File: config.mk
export PLATFORM = sky130hd
export DESIGN_NAME = system_bus
export DESIGN_NICKNAME = d
export VERILOG_FILES = /design/src/rtl/gpu_soc_pkg.sv /design/src/rtl/system_bus.sv
export SDC_FILE = /design/constraint.sdc
export NUM_CORES = 1
export LEC_CHECK = 0
export CORE_AREA = 10 10 89 91
export CTS_CLUSTER_SIZE = 30
export DETAILED_ROUTE_END_ITERATION = 16
export DIE_AREA = 0 0 99 101
export DONT_BUFFER_PORTS = 1
export SYNTH_ARGS = -nofsm -noshare
export SYNTH_HDL_FRONTEND = slang
export SYNTH_SLANG_ARGS = --single-unit
File: constraint.sdc
create_clock -name hdmi_pixClk -period 1.2 [get_ports hdmi_pixClk]
set_clock_uncertainty 0.05 [all_clocks]
set_input_delay 0.24 -clock hdmi_pixClk [delete_from_list [all_inputs] [get_ports hdmi_pixClk]]
set_output_delay 0.24 -clock hdmi_pixClk [all_outputs]
set_load 0.01 [all_outputs]
File: src/rtl/gpu_soc_pkg.sv
// GPU SoC package with bus types, request and command structs, register map
`default_nettype none

package gpu_soc_pkg;

	typedef logic [31:0] word_t;     // CPU and RAM data word
	typedef logic [31:0] addr_t;     // CPU byte address
	typedef logic [3:0]  strb_t;     // All zero means read
	typedef logic [15:0] half_t;     // GPU read data
	typedef logic [8:0]  reg_off_t;  // Byte offset in register window

	// Register window size in bytes, placed right above the RAM
	localparam int REG_WINDOW = 512;

	typedef struct packed {
		addr_t addr;
		word_t wdata;
		strb_t wstrb;
	} cpu_req_t;

	// Draw command fields as seen by the GPU
	typedef struct packed {
		word_t addr;
		word_t addr_x;
		word_t addr_y;
		word_t image_width;
		word_t width;
		word_t height;
		word_t x;
		word_t y;
		word_t clear_color;
	} gpu_cmd_t;

	localparam reg_off_t REG_ADDR        = 9'h000;
	localparam reg_off_t REG_ADDR_X      = 9'h004;
	localparam reg_off_t REG_ADDR_Y      = 9'h008;
	localparam reg_off_t REG_IMAGE_WIDTH = 9'h00C;
	localparam reg_off_t REG_WIDTH       = 9'h010;
	localparam reg_off_t REG_HEIGHT      = 9'h014;
	localparam reg_off_t REG_X           = 9'h018;
	localparam reg_off_t REG_Y           = 9'h01C;
	localparam reg_off_t REG_DRAW        = 9'h020;  // Pulse
	localparam reg_off_t REG_CLEAR_COLOR = 9'h024;
	localparam reg_off_t REG_CLEAR       = 9'h028;  // Pulse
	localparam reg_off_t REG_BUSY        = 9'h02C;  // Read only

	// Display control
	localparam reg_off_t REG_SWAP        = 9'h100;  // Pulse
	localparam reg_off_t REG_VSYNC       = 9'h108;  // Read only
	localparam reg_off_t REG_VSYNC_EN    = 9'h10C;

endpackage

`default_nettype wire
File: src/rtl/system_bus.sv
// System bus with CPU request acceptance, GPU priority and address decode
`timescale 1ns/1ps
`default_nettype none

module system_bus #(
	parameter int MEM_BYTES = 24576
) (
	input  wire                    hdmi_pixClk,
	input  wire                    arst_n,
	input  wire                    mem_valid,
	input  wire                    gpu_mem_read,
	input  gpu_soc_pkg::cpu_req_t  mem_req,
	input  gpu_soc_pkg::word_t     ram_rdata,
	input  gpu_soc_pkg::word_t     reg_rdata,
	output logic                   mem_ready,
	output gpu_soc_pkg::word_t     mem_rdata,
	output logic                   cpu_en,
	output logic                   reg_en,
	output gpu_soc_pkg::reg_off_t  reg_off,
	output gpu_soc_pkg::cpu_req_t  bus_req
);

	localparam gpu_soc_pkg::addr_t RAM_END = gpu_soc_pkg::addr_t'(MEM_BYTES);
	localparam gpu_soc_pkg::addr_t REG_END =
		gpu_soc_pkg::addr_t'(MEM_BYTES + gpu_soc_pkg::REG_WINDOW);

	logic               accept;
	logic               in_ram;
	logic               in_reg;
	logic               sel_ram;
	logic               sel_reg;
	gpu_soc_pkg::addr_t win_off;

	// GPU reads win, the CPU just waits
	assign accept = mem_valid && !mem_ready && !gpu_mem_read;

	assign in_ram  = mem_req.addr < RAM_END;
	assign in_reg  = (mem_req.addr >= RAM_END) && (mem_req.addr < REG_END);
	assign win_off = mem_req.addr - RAM_END;

	assign cpu_en  = accept && in_ram;
	assign reg_en  = accept && in_reg;
	assign reg_off = gpu_soc_pkg::reg_off_t'(win_off);
	assign bus_req = mem_req;

	always_ff @(posedge hdmi_pixClk or negedge arst_n) begin
		if (!arst_n) begin
			mem_ready <= 1'b0;
			sel_ram   <= 1'b0;
			sel_reg   <= 1'b0;
		end else begin
			mem_ready <= accept;
			if (accept) begin
				sel_ram <= in_ram;
				sel_reg <= in_reg;
			end
		end
	end

	// Unmapped reads see zero
	always_comb begin
		if (sel_ram)
			mem_rdata = ram_rdata;
		else if (sel_reg)
			mem_rdata = reg_rdata;
		else
			mem_rdata = '0;
	end

	a_ready_pulse: assert property (@(posedge hdmi_pixClk) disable iff (!arst_n)
		mem_ready |=> !mem_ready);

endmodule

`default_nettype wire

==> Word-level counts from Yosys, hierarchy flattened <==
Cells that the tools add are included.
{ "classes": {"mul": 0, "eq_ne": 0, "n_addsub": 1, "mux": 2, "order_cmp": 3, "n_div": 0, "bitwise_logic": 0, "n_reduce_logical": 7, "shifts": 0} }
{ "op_table": {"columns": ["op", "count"], "rows": [
  ["$lt 32x15->1 const B", 2],
  ["$mux 32", 2],
  ["$ge 32x15->1 const B", 1],
  ["$sub 9x1->9 const B", 1],
  ["$logic_and 1x1->1", 5],
  ["$logic_not 1->1", 2]
]} }
{ "word_totals": {"latchBits": 0, "output_inout_bits": 112, "ram_bits": 0, "regBits": 3, "wordCells": 16, "romBits": 0, "inputBits": 136, "mem_count": 0} }

==> Longest topological paths before layout <==
{ "logic_depth": {"word_depth": 4, "mapped_depth": 4, "ltp_nobuf": 4} }

==> Worst setup path after synthesis <==
No wires, ideal clock.
{ "synth_timing": {"kind": "flip-flop to output port", "from": "register mem_ready", "to": "output reg_en", "path_stages_with_launch": 5, "arrival_time_ns": 1.294, "setup_slack_ns": -0.384, "required_time_ns": 0.910, "path_buffers": 0, "cell_sequence": "dfrtp_1 or3b_4 clkinv_4 nand4_4 nor3_1"} }
{ "synth_between": {"elab_chain_cells": 4} }
{ "synth_lines": {"columns": ["element", "line_no", "rtl"], "rows": [
  ["start, declared", "system_bus.sv:15", "output logic mem_ready,"],
  ["start signal, assigned", "system_bus.sv:52", "mem_ready <= accept;"],
  ["$logic_not 1->1", "system_bus.sv:35", "assign accept = mem_valid && !mem_ready && !gpu_mem_read;"],
  ["$logic_and 1x1->1 (2 in a row)", "system_bus.sv:35", null],
  ["net accept", "system_bus.sv:27", "logic accept;"],
  ["$logic_and 1x1->1", "system_bus.sv:42", "assign reg_en = accept && in_reg;"],
  ["end, declared", "system_bus.sv:18", "output logic reg_en,"]
]} }
The timed path passes the listed nets, and every way through them passes these cells.

==> Final worst setup path <==
Ends and elaborated chain as after synthesis.

==> flow_metrics.tcl <==
set metrics [dict create \
    outcome "finished with violations" \
    violations "setup timing" \
    drc 0 \
    cts_buffers 3 \
    num_io_pins 248 \
    cts_tree "yes" \
    synth_edf_count 0 \
    top_usage_layer "met2" \
    avgSynthCellArea_um2 7.94 \
    critPathTopFamily "simple AND/OR/NAND/NOR gates" \
    clock-sinks 3 \
    leakage_nw 0.587 \
    fmax_mhz 621 \
    dp_cells 144 \
    ys_ff_latch 3 \
    std_cell_rows 29 \
    synthFlopType "dfrtp_1" \
    dr.pass1.iters 4 \
    instances_no_fill 163 \
    globalRouteOverflowTotal 0 \
    ir_drop_uv 473 \
    dieArea_mm2 0.0100 \
    syn_nets 277 \
    cts_root_buf "clkbuf_8" \
    rrSetupSlack_ps -330 \
    critPathSlowestCell "or3b_4" \
    grt_pass1_vias 943 \
    yosys_warnings 0 \
    ys_seq_area_share_pct 6.70 \
    total_power_mw 0.449 \
    synth_area_leaders "buf_4 52%, a22o_1 24%, dfrtp_1 6.7%" \
    grtUsageMet1_pct 6.99 \
    maxCapViolCount 0 \
    reg2reg_to "sel_reg" \
    crit_chain "or3b_4 > clkinv_4 > nand4_4 > nor3_4" \
    fin_nets 222 \
    cpPeakStageDelay_ps 400 \
    initial_core_util_pct 18.0 \
    yosysUniqueCellTypes 19 \
    synth.top_cell.area_share_pct 51.6 \
    start_kind "register" \
    die_w_um 99 \
    seqPwrFrac_pct 23.3 \
    p_per_area_mw_per_mm2 344 \
    maxSlewViolCount 0 \
    critical_path_class "reg -> out" \
    synth_area_mm2 0.00112 \
    area_growth_pct 16.4 \
    slew_headroom_pct 80.0 \
    finalHoldViolations 0 \
    drt_iter0_markers 12 \
    syn_inst 141 \
    grt_use_met3_pct 6.65 \
    worstPathArrival_ps 1320 \
    p_sw_mw 0.0885 \
    die_h_um 101 \
    antenna_found_initial 1 \
    combPwrFrac_pct 10.9 \
    coreArea_mm2 0.00620 \
    fin_crit_ps 1610 \
    r2r_start "mem_ready" \
    antenna_left 0 \
    synthArstFlopShare_pct 100 \
    grtUsageTotal_pct 8.32 \
    hp-class "in -> async" \
    netlist_top_cells_count "77 x buf_4, 31 x a22o_1, 6 x nand2_1, 4 x clkbuf_1" \
    fin_crit_sh_pct 134 \
    grt.met2_usage_pct 14.1 \
    dp_slack_ps -243 \
    synth.most_common_cell "buf_4" \
    worst_slew_pin_slew_ps 297 \
    grt_start_max_net_pins 18 \
    yosysTopAreaCell "buf_4" \
    viasPerCell 5.03 \
    port_buffers 0 \
    power.share.clock_pct 65.8 \
    end_kind "output port" \
    rsz0062_at_grt "yes" \
    cts.path.max_buffers 2 \
    finalWorstSetupSlack_ps -411 \
    hold_ws_ps 244 \
    setup-violations-final 37 \
    intPower_mw 0.360 \
    place_congestion 0.599 \
    path_clk_slew_ps 30 \
    drive_gt1_share_pct 80.0 \
    clk_latency_ps 210 \
    r2r_cells 6 \
    crit_buf_inv 1 \
    h-tree-depth 1 \
    drt-total-wl_um 5030 \
    wire_per_inst_um 30.9 \
    crit_required_ps 910 \
    grt_pass1_wl_um 6470 \
    sw_frac_of_total_pct 19.7 \
    vias 820 \
    critical_path.max_fanout 3 \
    hpwl_um 3760 \
]
[what timing repair did]
| action | 4_1_cts | 5_1_grt |
|---|---|---|
| resized for setup | 31 | 21 |
| hold buffers | 1 | 0 |
| cloned | 4 | 2 |
| pin swaps | 4 | 5 |
| setup endpoints to repair | 36 | 36 |
| setup buffers | 7 | 4 |
| hold endpoints to repair | 3 | 0 |
[layout make-up]
cell class | count | area [µm²]
fillers | 658 | 4900
diodes | 1 | 2.50
inverters | 1 | 8.76
repair buffers | 24 | 334
clock buffers | 4 | 45.0
multi-input cells | 53 | 741
well taps | 77 | 96.3
flip-flops and latches | 3 | 76.3
[how the worst max path moves through the flow]
stage                         start      end  slack, ps  depth (start not counted)
after detailed placement  mem_ready  sel_reg       -240                          5
after global routing      mem_ready   reg_en       -480                          4
after CTS                 mem_ready   reg_en       -430                          4
after global placement    mem_ready   reg_en       -190                          4
after floorplan           mem_ready   reg_en       -230                          4
final                     mem_ready   reg_en       -410                          4
[kinds of logic (layout without fill, tap and decap cells)]
family	after synthesis	in the layout	share of synthesized area, %
flip-flops	3	3	6.70
AND/OR/NAND/NOR	19	19	12.0
other	0	1	0
AO/OA/AOI/OAI	34	34	26.3
buffers and inverters	85	29	55.1
[stage by stage]
step	instance area [µm²]	utilization (%)	TNS [ps]
after global routing	1300	21.0	-12280
after detailed placement	734	11.8	-2750
after floorplan	1180	-	-1850
after CTS	1180	19.0	-12980
final	1300	21.0	-11120
after global placement	734	11.8	-1980
[power by group through the flow]
stage | Clock [mW] | Sequential (mW) | Combinational, mW
finish | 0.295 | 0.104 | 0.0491
global route | 0.310 | 0.105 | 0.0545
CTS | 0.304 | 0.105 | 0.0430
detailed placement | 0 | 0.106 | 0.0316
global placement | 0 | 0.106 | 0.0314
floorplan | 0 | 0.107 | 0.282
[layer usage]
metal,up-vias,part of all wire [%]
li1,314,-
met1,356,29
met2,128,49
met3,22,19
met4,0,3.4
met5,-,0
[placed cells by master, fill, tap and decap left out, drive strengths merged]
cell type / n
nor2b: 1
or3b: 1
o21ai: 2
buf: 21
nor2: 2
nand2: 6
clkinv: 1
dlygate4sd3: 1
clkbuf: 6
o31ai: 1
a22o: 31
nor3: 2
nand4: 1
nor4: 4
nand3: 2
diode: 1
dfrtp: 3
Note: power is estimated with default switching activity, not from simulation.
