==> config.mk <==
export PLATFORM = sky130hd
export DESIGN_NAME = gpu_ctrl_regs
export DESIGN_NICKNAME = d
export VERILOG_FILES = /design/src/rtl/gpu_soc_pkg.sv /design/src/rtl/gpu_ctrl_regs.sv
export SDC_FILE = /design/constraint.sdc
export NUM_CORES = 1
export LEC_CHECK = 0
export ABC_CLOCK_PERIOD_IN_PS = 1200
export BUFFER_PORTS_ARGS = -buffer_cell sky130_fd_sc_hd__buf_4
export CORE_MARGIN = 5
export CORE_UTILIZATION = 35
export CTS_BUF_LIST = sky130_fd_sc_hd__clkbuf_2
export DETAILED_ROUTE_END_ITERATION = 8
export PLACE_DENSITY = 0.57
export RECOVER_POWER = 25
export REMOVE_ABC_BUFFERS = 1
export SLEW_MARGIN = 20
export SYNTH_ARGS = -nofsm -noshare
export SYNTH_HDL_FRONTEND = slang
export SYNTH_SLANG_ARGS = --single-unit
==> constraint.sdc <==
create_clock -name hdmi_pixClk -period 1.2 [get_ports hdmi_pixClk]
set_clock_uncertainty 0.2 [all_clocks]
set_input_delay 0.24 -clock hdmi_pixClk [delete_from_list [all_inputs] [get_ports hdmi_pixClk]]
set_output_delay 0.24 -clock hdmi_pixClk [all_outputs]
set_load 0.005 [all_outputs]
==> src/rtl/gpu_soc_pkg.sv <==
// GPU SoC package with bus types, request and command structs, register map
`default_nettype none

package gpu_soc_pkg;

	typedef logic [31:0] word_t;     // CPU and RAM data word
	typedef logic [31:0] addr_t;     // CPU byte address
	typedef logic [3:0]  strb_t;     // All zero means read
	typedef logic [15:0] half_t;     // GPU read data
	typedef logic [8:0]  reg_off_t;  // Byte offset in register window

	// Register window size in bytes, placed right above the RAM
	localparam int REG_WINDOW = 512;

	typedef struct packed {
		addr_t addr;
		word_t wdata;
		strb_t wstrb;
	} cpu_req_t;

	// Draw command fields as seen by the GPU
	typedef struct packed {
		word_t addr;
		word_t addr_x;
		word_t addr_y;
		word_t image_width;
		word_t width;
		word_t height;
		word_t x;
		word_t y;
		word_t clear_color;
	} gpu_cmd_t;

	localparam reg_off_t REG_ADDR        = 9'h000;
	localparam reg_off_t REG_ADDR_X      = 9'h004;
	localparam reg_off_t REG_ADDR_Y      = 9'h008;
	localparam reg_off_t REG_IMAGE_WIDTH = 9'h00C;
	localparam reg_off_t REG_WIDTH       = 9'h010;
	localparam reg_off_t REG_HEIGHT      = 9'h014;
	localparam reg_off_t REG_X           = 9'h018;
	localparam reg_off_t REG_Y           = 9'h01C;
	localparam reg_off_t REG_DRAW        = 9'h020;  // Pulse
	localparam reg_off_t REG_CLEAR_COLOR = 9'h024;
	localparam reg_off_t REG_CLEAR       = 9'h028;  // Pulse
	localparam reg_off_t REG_BUSY        = 9'h02C;  // Read only

	// Display control
	localparam reg_off_t REG_SWAP        = 9'h100;  // Pulse
	localparam reg_off_t REG_VSYNC       = 9'h108;  // Read only
	localparam reg_off_t REG_VSYNC_EN    = 9'h10C;

endpackage

`default_nettype wire
==> src/rtl/gpu_ctrl_regs.sv <==
// GPU control registers, command strobes and status read-back
`timescale 1ns/1ps
`default_nettype none

module gpu_ctrl_regs (
	input  wire                    hdmi_pixClk,
	input  wire                    arst_n,
	input  wire                    reg_en,
	input  gpu_soc_pkg::reg_off_t  reg_off,
	input  gpu_soc_pkg::cpu_req_t  bus_req,
	input  wire                    gpu_busy,
	input  wire                    hdmi_vsync,
	output gpu_soc_pkg::word_t     reg_rdata,
	output gpu_soc_pkg::gpu_cmd_t  gpu_cmd,
	output logic                   gpu_draw,
	output logic                   gpu_clear,
	output logic                   swap_buffers,
	output logic                   is_vsynced
);

	logic wr;
	logic rd;

	// Only full-word writes reach the registers
	assign wr = reg_en && (&bus_req.wstrb);
	assign rd = reg_en && (bus_req.wstrb == '0);

	always_ff @(posedge hdmi_pixClk or negedge arst_n) begin
		if (!arst_n) begin
			gpu_cmd      <= '0;
			gpu_draw     <= 1'b0;
			gpu_clear    <= 1'b0;
			swap_buffers <= 1'b0;
			is_vsynced   <= 1'b0;
		end else begin
			gpu_draw     <= 1'b0;
			gpu_clear    <= 1'b0;
			swap_buffers <= 1'b0;
			if (wr) begin
				case (reg_off)
					gpu_soc_pkg::REG_ADDR:        gpu_cmd.addr        <= bus_req.wdata;
					gpu_soc_pkg::REG_ADDR_X:      gpu_cmd.addr_x      <= bus_req.wdata;
					gpu_soc_pkg::REG_ADDR_Y:      gpu_cmd.addr_y      <= bus_req.wdata;
					gpu_soc_pkg::REG_IMAGE_WIDTH: gpu_cmd.image_width <= bus_req.wdata;
					gpu_soc_pkg::REG_WIDTH:       gpu_cmd.width       <= bus_req.wdata;
					gpu_soc_pkg::REG_HEIGHT:      gpu_cmd.height      <= bus_req.wdata;
					gpu_soc_pkg::REG_X:           gpu_cmd.x           <= bus_req.wdata;
					gpu_soc_pkg::REG_Y:           gpu_cmd.y           <= bus_req.wdata;
					gpu_soc_pkg::REG_CLEAR_COLOR: gpu_cmd.clear_color <= bus_req.wdata;
					gpu_soc_pkg::REG_DRAW:        gpu_draw            <= bus_req.wdata[0];
					gpu_soc_pkg::REG_CLEAR:       gpu_clear           <= bus_req.wdata[0];
					gpu_soc_pkg::REG_SWAP:        swap_buffers        <= bus_req.wdata[0];
					gpu_soc_pkg::REG_VSYNC_EN:    is_vsynced          <= bus_req.wdata[0];
					default: ;  // Read-only or unmapped offset
				endcase
			end
		end
	end

	// Status is sampled at the accepting edge
	always_ff @(posedge hdmi_pixClk) begin
		if (rd) begin
			case (reg_off)
				gpu_soc_pkg::REG_BUSY:  reg_rdata <= {31'b0, gpu_busy};
				gpu_soc_pkg::REG_VSYNC: reg_rdata <= {31'b0, hdmi_vsync};
				default:                reg_rdata <= '0;
			endcase
		end
	end

	// Each command write is acknowledged before the next can arrive
	a_draw_pulse: assert property (@(posedge hdmi_pixClk) disable iff (!arst_n)
		gpu_draw |=> !gpu_draw);
	a_clear_pulse: assert property (@(posedge hdmi_pixClk) disable iff (!arst_n)
		gpu_clear |=> !gpu_clear);

endmodule

`default_nettype wire

# --- Word level (Yosys, flattened, before mapping) ---
# Cells that the tools add are included.
word_totals:
  ff_bits: 324
  in_bits: 82
  output_inout_bits: 324
classes:
  eq_ne: 14
  n_mux: 7
  n_reduce_logical: 15
ops:
  columns: ["cell", "count"]
  rows:
  - ["equality test 9 x 5 -> 1 bit, second input constant", 4]
  - ["equality test 9 x 6 -> 1 bit, second input constant", 4]
  - ["equality test 9 bit, second input constant", 3]
  - ["AND reduction 2 bit", 10]
  - ["equality test 9 x 4 -> 1 bit, second input constant", 2]
  - ["equality test 9 x 3 -> 1 bit, second input constant", 1]
  - ["zero test 9 bit", 1]
  - ["two-way mux 1 bit", 6]
  - ["zero test 4 bit", 1]
  - ["AND reduction 4 bit", 1]
  - ["logical AND 1 bit", 2]
  - ["case mux 1 bit (2 select lines)", 1]

# --- Longest topological paths before layout ---
# Gate-level depths: netlist of the first run.
depth:
  depth_word: 3
  mapped_depth: 6

# --- Worst setup path after synthesis of the first run ---
# OpenSTA, ideal clock, no wires.
synth_path:
  kind: "input to register"
  start: "in reg_off[3]"
  end: "reg gpu_cmd[226] in the netlist's numbering"
  setup_ns: 0.125
  arrival_time_ns: 1.475
  slack_ns: -0.600
  cell_stages: 6
  path_buffers: 3
  cell_sequence: "and4b_1 > clkbuf_1 > and4_1 > clkbuf_2 > buf_4 > mux2_2"
synth_between:
  elab_chain_len: 2
synth_rtl:
  columns: ["element", "line_no", "source"]
  rows:
  - ["from (decl)", "gpu_ctrl_regs.sv:9", "input gpu_soc_pkg::reg_off_t reg_off,"]
  - ["equality test 9 x 3 -> 1 bit", "gpu_ctrl_regs.sv:40", "case (reg_off)"]
  - ["AND reduction 2 bit (no line)", null, null]
  - ["to (decl)", "gpu_ctrl_regs.sv:14", "output gpu_soc_pkg::gpu_cmd_t gpu_cmd,"]
# Every way passes these cells.
# A chain may end at the register's enable or synchronous reset.

# --- Worst setup path after layout of the first run ---
layout_path:
  start: "in bus_req[3] in the netlist's numbering"
  end: "reg gpu_cmd[140] in the netlist's numbering"
layout_between:
  elab_chain_len: 3
layout_rtl:
  columns: ["element", "line_no", "source"]
  rows:
  - ["from (decl)", "gpu_ctrl_regs.sv:10", "input gpu_soc_pkg::cpu_req_t bus_req,"]
  - ["AND reduction 4 bit", "gpu_ctrl_regs.sv:25", "assign wr = reg_en && (&bus_req.wstrb);"]
  - ["logical AND 1 bit", "gpu_ctrl_regs.sv:25", null]
  - ["AND reduction 2 bit (no line)", null, null]
# Every way passes these cells.

==> flow_metrics.tcl, run 1 <==
set metrics [dict create \
    outcome "complete, but fails checks" \
    violations "negative hold slack, negative setup slack" \
    peakVddDrop_uv 664 \
    fill_cells 2667 \
    r2r_slack_ns 0.07 \
    cts.htree.levels 3 \
    hp-class "input port to flop" \
    power_density_nw_per_um2 1010 \
    core_sq_um 31700 \
    dr.pass1.iters 4 \
    grt_max_degree 43 \
    period_share_pct 156 \
    holdPathStages 5 \
    start_util_pct 35.6 \
    ioPinCount 406 \
    yosys_most_used_dff "dfrtp_1" \
    ant_nets 0 \
    hold_ws_ns -0.253 \
    fin_area_sq_um 17300 \
    wirelength_mm 33.7 \
    required_ns 1.60 \
    netlist_area_sq_um 11300 \
    ys_seq_area_share_pct 65.0 \
    drv_slew 0 \
    fp-row-count 65 \
    rr_worst_depth 2 \
    cts_tree "done" \
    slew_headroom_pct 29.6 \
    setup_viol 670 \
    r2r-start "gpu_cmd[71]" \
    antenna_found_initial 1 \
    wire_per_inst_microns 20.2 \
    layout.nets 1298 \
    area_growth_pct 53.7 \
    ff_latch_area_sq_um 7340 \
    clock_latency_ns 0.77 \
    synth_cells 681 \
    grt_pass1_vias 8370 \
    finalCriticalPeriod_ns 1.87 \
    clkSlewWorstSetupHoldPaths_ns 0.09 \
    clock-root-buffer "clkbuf_2" \
    cp-end-kind "flop" \
    synth-edff-count 1 \
    clock.fmax_mhz 534 \
    synth_most_common_cell "dfrtp_1" \
    netlist_top_cells_area "dfrtp_1, mux2_2, buf_4" \
    vias 7658 \
    worst_hold_path.endpoint "gpu_clear" \
    gp_congestion 0.743 \
    start_kind "input port" \
    postSynth.asyncResetShare_pct 99.7 \
    chipHeight_microns 190 \
    cp.arrival_ns 2.28 \
    die_width_microns 190 \
    finalWorstSetupSlack_ns -0.672 \
    multi_input_area_sq_um 3650 \
    yosys-top-cells-count "dfrtp_1, mux2_2, buf_4" \
    leakage_nw 9.28 \
    grt_remaining_overflow 0 \
    avgSynthCellArea_sq_um 16.6 \
    cts.path.max_buffers 3 \
    tightest_slew_ns 1.06 \
    synth_top_area_share_pct 64.7 \
    synthDistinctLibCells 23 \
    cts_buffers 78 \
    yosysTopAreaCell "dfrtp_1" \
    grt_util_all_layers_pct 18.3 \
    yosysWarningCount 0 \
    preCtsSetupSlack_ns -0.778 \
    dieArea_sq_um 35900 \
    placed_cell_area_sq_um 14600 \
    port_buffers 342 \
    drc 0 \
    clkSinkCount 293 \
    finalHoldViolations 17 \
    min_from "reg_off[4]" \
    grt_pass1_wl_mm 51.1 \
    routed_via_density 4.60 \
    layout-drive-gt1-share_pct 66.2 \
    ys_ff_latch 293 \
    crit_type "input port to flop" \
    cp_max_fo 18 \
    drtIter0Drc 201 \
    max_cap_violations 0 \
    rr_endpoint "gpu_cmd[71]" \
    hpwl_mm 23.4 \
    rsz0062_at_grt "true" \
]
kinds of logic (layout without fill, tap and decap cells):
family / count (synthesis) / after routing / synth area share, %
buf+inv: 65 / 616 / 3.81
flops: 293 / 293 / 65.0
other cells: 1 / 32 / 0.0332
mux: 289 / 289 / 28.8
compound gates: 1 / 1 / 0.0665
simple gates: 32 / 32 / 2.25
worst max-delay path, cell delays in order:
cell and delay, ns:
buf_4 0.10, dlygate4sd3_1 0.59, and4b_1 0.31, buf_4 0.17, nand4_1 0.11, buf_4 0.34, mux2_2 0.38
how the worst max path moves through the flow:
stage / from / end / slack [ns]
final: bus_req[3] / gpu_cmd[140] / -0.67
after CTS: gpu_cmd[95] / gpu_cmd[95] / -0.78
after global placement: reg_off[4] / gpu_cmd[9] / -0.75
after global routing: gpu_cmd[95] / gpu_cmd[95] / -0.80
after detailed placement: reg_off[4] / gpu_cmd[9] / -0.78
after floorplan: reg_off[1] / gpu_cmd[160] / -1.43
registers in the layout, indices dropped and copies added (netlist names):
register      flops
gpu_draw          1
swap_buffers      1
gpu_cmd         288
gpu_clear         1
is_vsynced        1
reg_rdata         1
per-stage QoR:
stage / std cells / total power (W) / TNS [ns] / utilization [%] / hold WS (ns)
2_1_floorplan: 646 / 0.0102 / -376.52 / - / -0.256
3_3_place_gp: 1435 / 0.0108 / -205.57 / 45.9 / -0.0567
3_5_place_dp: 1435 / 0.0108 / -207.93 / 45.9 / -0.0577
4_1_cts: 1643 / 0.0179 / -302.91 / 53.9 / -0.394
5_1_grt: 1665 / 0.0185 / -337.67 / 54.7 / -0.315
6_report: 1665 / 0.0175 / -301.68 / 54.7 / -0.253
per-layer routing:
| layer | global-route usage (%) | up-vias | wire length (microns) |
|---|---|---|---|
| met1 | 22.6 | 3845 | 13500 |
| met5 | 0 | - | 0 |
| met2 | 30.0 | 297 | 16500 |
| met3 | 6.88 | 51 | 2870 |
| li1 | - | 3465 | - |
| met4 | 5.68 | 0 | 773 |
layout make-up:
| cell class | count | area share (%) |
|---|---|---|
| flip-flops and latches | 293 | 42.3 |
| clock inverters | 13 | 0.548 |
| well taps | 402 | 2.90 |
| multi-input cells | 353 | 21.0 |
| clock buffers | 113 | 3.26 |
| repair buffers | 490 | 29.9 |
| diodes | 1 | 0.0144 |
where the power goes:
part | internal [W] | switching [W]
Sequential | 0.00989 | 0.0000172
Clock | 0.00272 | 0.00396
Combinational | 0.000409 | 0.000488
Total | 0.0130 | 0.00446
cell usage in the layout, fill, tap and decap left out, drive strengths merged:
cell type,instances
dfrtp,292
clkbuf,116
nand2,1
and4b,2
clkinvlp,1
nand4,8
nor2,3
and4,7
diode,1
nor2b,2
nor4b,3
conb,31
nor4,2
nand3,2
a21boi,1
edfxtp,1
clkinv,8
clkdlybuf4s15,1
dlymetal6s4s,3
buf,419
and4bb,1
inv,3
dlygate4sd3,64
and2,1
bufinv,1
mux2,289
timing repair:
action / 4_1_cts / 5_1_grt
gates resized for setup: 292 / 20
pin swaps: 0 / 5
gates cloned: 0 / 3
endpoints found under the hold margin: 586 / 271
buffers inserted: 14 / 19
endpoints found under the setup margin: 293 / 584
hold buffers: 68 / 18
Note: power is estimated with default switching activity, not from simulation.
==> run 2, diff against run 1 <==
--- a/config.mk
+++ b/config.mk
@@ -11,6 +11,7 @@
 export CORE_UTILIZATION = 35
 export CTS_BUF_LIST = sky130_fd_sc_hd__clkbuf_2
 export DETAILED_ROUTE_END_ITERATION = 8
+export HOLD_SLACK_MARGIN = 0.06
 export PLACE_DENSITY = 0.57
 export RECOVER_POWER = 25
 export REMOVE_ABC_BUFFERS = 1
==> run 2 against run 1 <==
Effect of this change: critical path depth is the same; total power is essentially flat; via count is 0.55% higher; sequential share of layout area hardly changed; cell count stayed put; the run still ends with negative hold slack, negative setup slack left; design area about the same; register-to-register slack hardly changed; combinational power about the same; core utilization is essentially flat; setup slack gained 0.0033 ns; first-iteration DRC count shrank 3.0%.
==> flow_metrics.tcl, run 2 (same netlist as run 1, synthesis figures left out) <==
set metrics [dict create \
    core_sq_um 31700 \
    peakVddDrop_uv 659 \
    combinationalPowerShare_pct 5.1 \
    cp_slowest_stage_delay_ns 0.60 \
    rr_worst_depth 2 \
    drtIter0Drc 195 \
    r2r_slack_ns 0.07 \
    r2r-start "gpu_cmd[71]" \
    drc 0 \
    holdPathStages 5 \
    min_from "reg_off[4]" \
    cp_max_fo 18 \
    hpwl_mm 23.4 \
    cts_buffers 78 \
    hp-class "input port to flop" \
    drv_slew 0 \
    max_cap_violations 0 \
    finalWorstSetupSlack_ns -0.669 \
    cts.path.max_buffers 3 \
    finalPower_w 0.0175 \
    routed_via_density 4.62 \
    slew_headroom_pct 29.4 \
    crit_top_cell "buf_4" \
    period_share_pct 156 \
    grt_remaining_overflow 0 \
    port_buffers 342 \
    setup_viol 673 \
    die_width_microns 190 \
    regMostFlops "gpu_cmd" \
    cts.htree.levels 3 \
    tightest_slew_ns 1.06 \
    violations "negative hold slack, negative setup slack" \
    power_density_nw_per_um2 1010 \
    fp-row-count 65 \
    gp_congestion 0.743 \
    clock.fmax_mhz 535 \
    worst_hold_path.endpoint "gpu_clear" \
    wirelength_mm 33.7 \
    wire_per_inst_microns 20.2 \
    grt_pass1_vias 8380 \
    grt_max_degree 43 \
    layout-drive-gt1-share_pct 66.2 \
    chipHeight_microns 190 \
    cp-end-kind "flop" \
    pwr-share-seq_pct 56.7 \
    clkSinkCount 293 \
    layout.nets 1298 \
    mostFrequentLayoutCells "buf_6, dfrtp_1, mux2_2, clkbuf_2, buf_4" \
    dr.pass1.iters 4 \
    finalCriticalPeriod_ns 1.87 \
    rr_endpoint "gpu_cmd[71]" \
    start_kind "input port" \
    rsz0062_at_grt "true" \
    vias 7700 \
    leakage_nw 9.28 \
    outcome "complete, but fails checks" \
    start_util_pct 35.6 \
    hold_ws_ns -0.248 \
    p_int_w 0.0130 \
    finalHoldViolations 16 \
    final_common_cell "buf_6" \
    clock_power_share_pct 38.2 \
    clkSlewWorstSetupHoldPaths_ns 0.09 \
    ant_nets 0 \
    area_growth_pct 53.7 \
    cts_tree "done" \
    swShare_pct 25.5 \
    largest_register_ffs 288 \
    power.switching_w 0.00447 \
    required_ns 1.60 \
    finalSetupTns_ns -301.23 \
    ioPinCount 406 \
    startpoint "bus_req[3]" \
    cp.arrival_ns 2.27 \
    clock_latency_ns 0.78 \
    dieArea_sq_um 35900 \
    slowest_stage "dlygate4sd3_1" \
    grt_util_all_layers_pct 18.3 \
    grt_pass1_wl_mm 51.2 \
    clock-root-buffer "clkbuf_2" \
    antenna_found_initial 1 \
    crit_type "input port to flop" \
    crit_chain "buf_4 -> dlygate4sd3_1 -> and4b_1 -> buf_4 -> nand4_1 -> buf_4 -> mux2_2" \
]
-- run 2: changes by cell type in the layout (fill, tap and decap cells not counted), sizes merged --
cell         before  now
buf             419  418
dlygate4sd3      64   65
-- run 2: worst max-delay path: cells and delay by family --
family | cells | cell delay [ns]
buf+inv | 4 | 1.21
simple gates | 2 | 0.41
mux | 1 | 0.38
-- run 2: worst max-delay path by stage --
stage,end
final,gpu_cmd[140]
after global placement,gpu_cmd[9]
after detailed placement,gpu_cmd[9]
after floorplan,gpu_cmd[160]
after global routing,gpu_cmd[95]
after CTS,gpu_cmd[95]
-- run 2: power groups by stage --
stage,Clock (W),Combinational (W),Sequential [W]
floorplan,0,0.0000744,0.0101
global placement,0,0.000709,0.0101
detailed placement,0,0.000712,0.0101
CTS,0.00705,0.000906,0.00991
global route,0.00758,0.00101,0.00992
finish,0.00668,0.000900,0.00991
-- run 2: per-layer routing --
layer	GRT usage [%]	vias up	wire length (microns)
met1	22.6	3867	13500
met4	5.68	0	716
met2	30.0	301	16600
met3	6.90	51	2900
li1	-	3481	-
met5	0	-	0
-- run 2: layout make-up --
| type | instances | area, sq um |
|---|---|---|
| multi-input cells | 353 | 3650 |
| repair buffers | 490 | 5200 |
| diodes | 1 | 2.50 |
| well taps | 402 | 503 |
| clock inverters | 13 | 95.1 |
| flip-flops and latches | 293 | 7340 |
| fillers | 2669 | 14400 |
| clock buffers | 113 | 566 |
-- run 2: timing repair --
action                     in CTS  in global routing
setup endpoints to repair     293                585
pin swaps                       0                  5
gates cloned                    0                  3
hold endpoints to repair      586                491
buffers inserted               14                 18
resized for setup             292                 22
hold buffers                   69                 22
-- run 2: metrics by stage --
stage / area [sq um] / utilization, % / hold WS [ns] / setup WS (ns) / cells
floorplan: 11000 / - / -0.256 / -1.43 / 646
global placement: 14600 / 45.9 / -0.0567 / -0.750 / 1435
detailed placement: 14600 / 45.9 / -0.0577 / -0.778 / 1435
CTS: 17100 / 54.0 / -0.394 / -0.779 / 1644
global route: 17400 / 54.7 / -0.315 / -0.796 / 1665
finish: 17400 / 54.7 / -0.248 / -0.669 / 1665
==> run 3, diff against run 2 <==
--- a/config.mk
+++ b/config.mk
@@ -14,7 +14,6 @@
 export HOLD_SLACK_MARGIN = 0.06
 export PLACE_DENSITY = 0.57
 export RECOVER_POWER = 25
-export REMOVE_ABC_BUFFERS = 1
 export SLEW_MARGIN = 20
 export SYNTH_ARGS = -nofsm -noshare
 export SYNTH_HDL_FRONTEND = slang
==> run 3 against run 2 <==
Effect of this change: the run still ends with negative hold slack, negative setup slack left; cell count is 3.4% higher; via count increased by 3.7%; count of clock-buffer cells in the layout rose by 4; sequential power about the same; design area up 4.9%; critical path depth unchanged; combinational power grew 9.1%; largest cell class unchanged; largest power group unchanged; highest routed layer unchanged.
==> flow_metrics.tcl, run 3 (same netlist as run 1, synthesis figures left out) <==
set metrics [dict create \
    outcome "complete, but fails checks" \
    violations "negative hold slack, negative setup slack" \
    grt_remaining_overflow 0 \
    cp.arrival_ns 2.28 \
    regMostFlops "gpu_cmd" \
    combinationalPowerShare_pct 5.6 \
    r2r_slack_ns 0.07 \
    port_buffers 342 \
    cp_slowest_stage_delay_ns 0.58 \
    cts_tree "done" \
    finalHoldViolations 11 \
    clock-root-buffer "clkbuf_2" \
    hold_ws_ns -0.326 \
    pwr-share-seq_pct 56.5 \
    antenna_found_initial 1 \
    rr_worst_depth 2 \
    start_util_pct 35.6 \
    grt_max_degree 54 \
    cpLargestDelayFamily "buffers and inverters" \
    grt_util_all_layers_pct 19.5 \
    path_buf_inv 4 \
    peakVddDrop_uv 615 \
    p_int_w 0.0129 \
    crit_chain "buf_4 -> dlygate4sd3_1 -> and4b_2 -> buf_4 -> nand4_1 -> buf_4 -> mux2_2" \
    ant_nets 0 \
    holdPathStages 5 \
    hpwl_mm 23.5 \
    largest_register_ffs 288 \
    leakage_nw 9.69 \
    cts_buffers 79 \
    ff_latch_area_sq_um 7340 \
    cp-end-kind "flop" \
    dr.pass1.iters 6 \
    max_cap_violations 0 \
    clock.fmax_mhz 537 \
    crit_top_cell "buf_4" \
    clock_power_share_pct 38.0 \
    core_sq_um 31700 \
    drc 0 \
    drtIter0Drc 223 \
    setup_viol 875 \
    vias 7988 \
    clock_latency_ns 0.77 \
    wire_per_inst_microns 21.1 \
    utilization_pct 57.4 \
    clkSlewWorstSetupHoldPaths_ns 0.09 \
    clkSinkCount 293 \
    power_density_nw_per_um2 964 \
    ioPinCount 406 \
    cp_max_fo 12 \
    gp_congestion 0.765 \
    finalSetupTns_ns -362.51 \
    cts.htree.levels 3 \
    swShare_pct 26.3 \
    start_kind "input port" \
    power.switching_w 0.00462 \
    r2r-start "gpu_cmd[239]" \
    tightest_slew_ns 0.717 \
    required_ns 1.62 \
    multi_input_area_sq_um 4040 \
    finalCriticalPeriod_ns 1.86 \
    wirelength_mm 36.3 \
    die_width_microns 190 \
    routed_via_density 4.64 \
    drv_slew 0 \
    mostFrequentLayoutCells "buf_6, dfrtp_1, mux2_2, buf_4, clkbuf_2" \
    crit_type "input port to flop" \
    period_share_pct 155 \
    rr_endpoint "gpu_cmd[239]" \
    final_common_cell "buf_6" \
    grt_pass1_wl_mm 54.3 \
    cts.path.max_buffers 3 \
    dieArea_sq_um 35900 \
    slowest_stage "dlygate4sd3_1" \
    finalWorstSetupSlack_ns -0.661 \
    grt_pass1_vias 8843 \
    layout.nets 1348 \
    slew_headroom_pct 52.2 \
    layout-drive-gt1-share_pct 67.5 \
    hp-class "input port to flop" \
    min_from "reg_off[4]" \
    chipHeight_microns 190 \
    fill_cells 2597 \
    rsz0062_at_grt "true" \
    worst_hold_path.endpoint "gpu_clear" \
    area_growth_pct 61.3 \
    fp-row-count 65 \
]
==> run 3: changes by cell type in the layout (fill, tap and decap cells not counted), sizes merged <==
cell	delta
clkinv	+2
bufinv	-1
buf	+42
dlygate4sd3	+7
clkdlybuf4s15	-1
inv	+1
clkbuf	+5
clkinvlp	+1
==> run 3: worst max-delay path by stage <==
stage               cells past startpoint           end        start
floorplan                               5  gpu_cmd[224]   reg_off[6]
global placement                        5   gpu_cmd[48]   reg_off[6]
detailed placement                      5   gpu_cmd[52]   reg_off[6]
CTS                                     1    gpu_cmd[2]   gpu_cmd[2]
global route                            1   gpu_cmd[80]  gpu_cmd[80]
finish                                  7  gpu_cmd[143]   bus_req[3]
==> run 3: metal layers <==
layer / GRT usage, % / vias to the layer above / wire length (microns)
met2: 31.3 / 287 / 17800
li1: - / 3577 / -
met1: 23.6 / 4069 / 14200
met4: 6.62 / 0 / 921
met5: 0 / - / 0
met3: 8.68 / 55 / 3360
==> run 3: metrics by stage <==
step           std cells  instance area (sq um)  total power [W]  setup WS (ns)  hold slack (ns)
2_1_floorplan        711                  12000           0.0103         -0.548           -0.256
3_3_place_gp        1434                  15000           0.0108         -0.761           -0.103
3_5_place_dp        1434                  15000           0.0109         -0.785           -0.103
4_1_cts             1697                  17900           0.0179         -0.777           -0.145
5_1_grt             1721                  18200           0.0186         -0.797           -0.429
6_report            1721                  18200           0.0176         -0.661           -0.326
==> run 3: timing repair <==
| item | 4_1_cts | 5_1_grt |
|---|---|---|
| gates resized for setup | 292 | 28 |
| setup endpoints to repair | 293 | 601 |
| hold buffers | 78 | 17 |
| gates cloned | 0 | 5 |
| setup buffers | 52 | 26 |
| pin swaps | 0 | 8 |
| endpoints found under the hold margin | 586 | 185 |
==> run 3: power groups by stage <==
| stage | Clock (W) | Combinational [W] | Sequential, W |
|---|---|---|---|
| after detailed placement | 0 | 0.000750 | 0.0101 |
| after global routing | 0.00763 | 0.00109 | 0.00992 |
| after global placement | 0 | 0.000744 | 0.0101 |
| after floorplan | 0 | 0.000167 | 0.0101 |
| after CTS | 0.00705 | 0.000971 | 0.00991 |
| final | 0.00666 | 0.000982 | 0.00991 |
==> run 3: worst min-delay path, delay by kind of cell <==
kind / cells / cell delay, ns
and+or+nand+nor: 3 / 0.18
buffers and inverters: 2 / 0.26
==> run 3: final cells by class <==
| class | instances | share of cell area (%) |
|---|---|---|
| Multi-Input combinational cell | 353 | 22.2 |
| Sequential cell | 293 | 40.3 |
| Clock inverter | 16 | 0.433 |
| Clock buffer | 117 | 3.22 |
| Antenna cell | 1 | 0.0137 |
| Tap cell | 402 | 2.76 |
| Timing Repair Buffer | 539 | 31.1 |
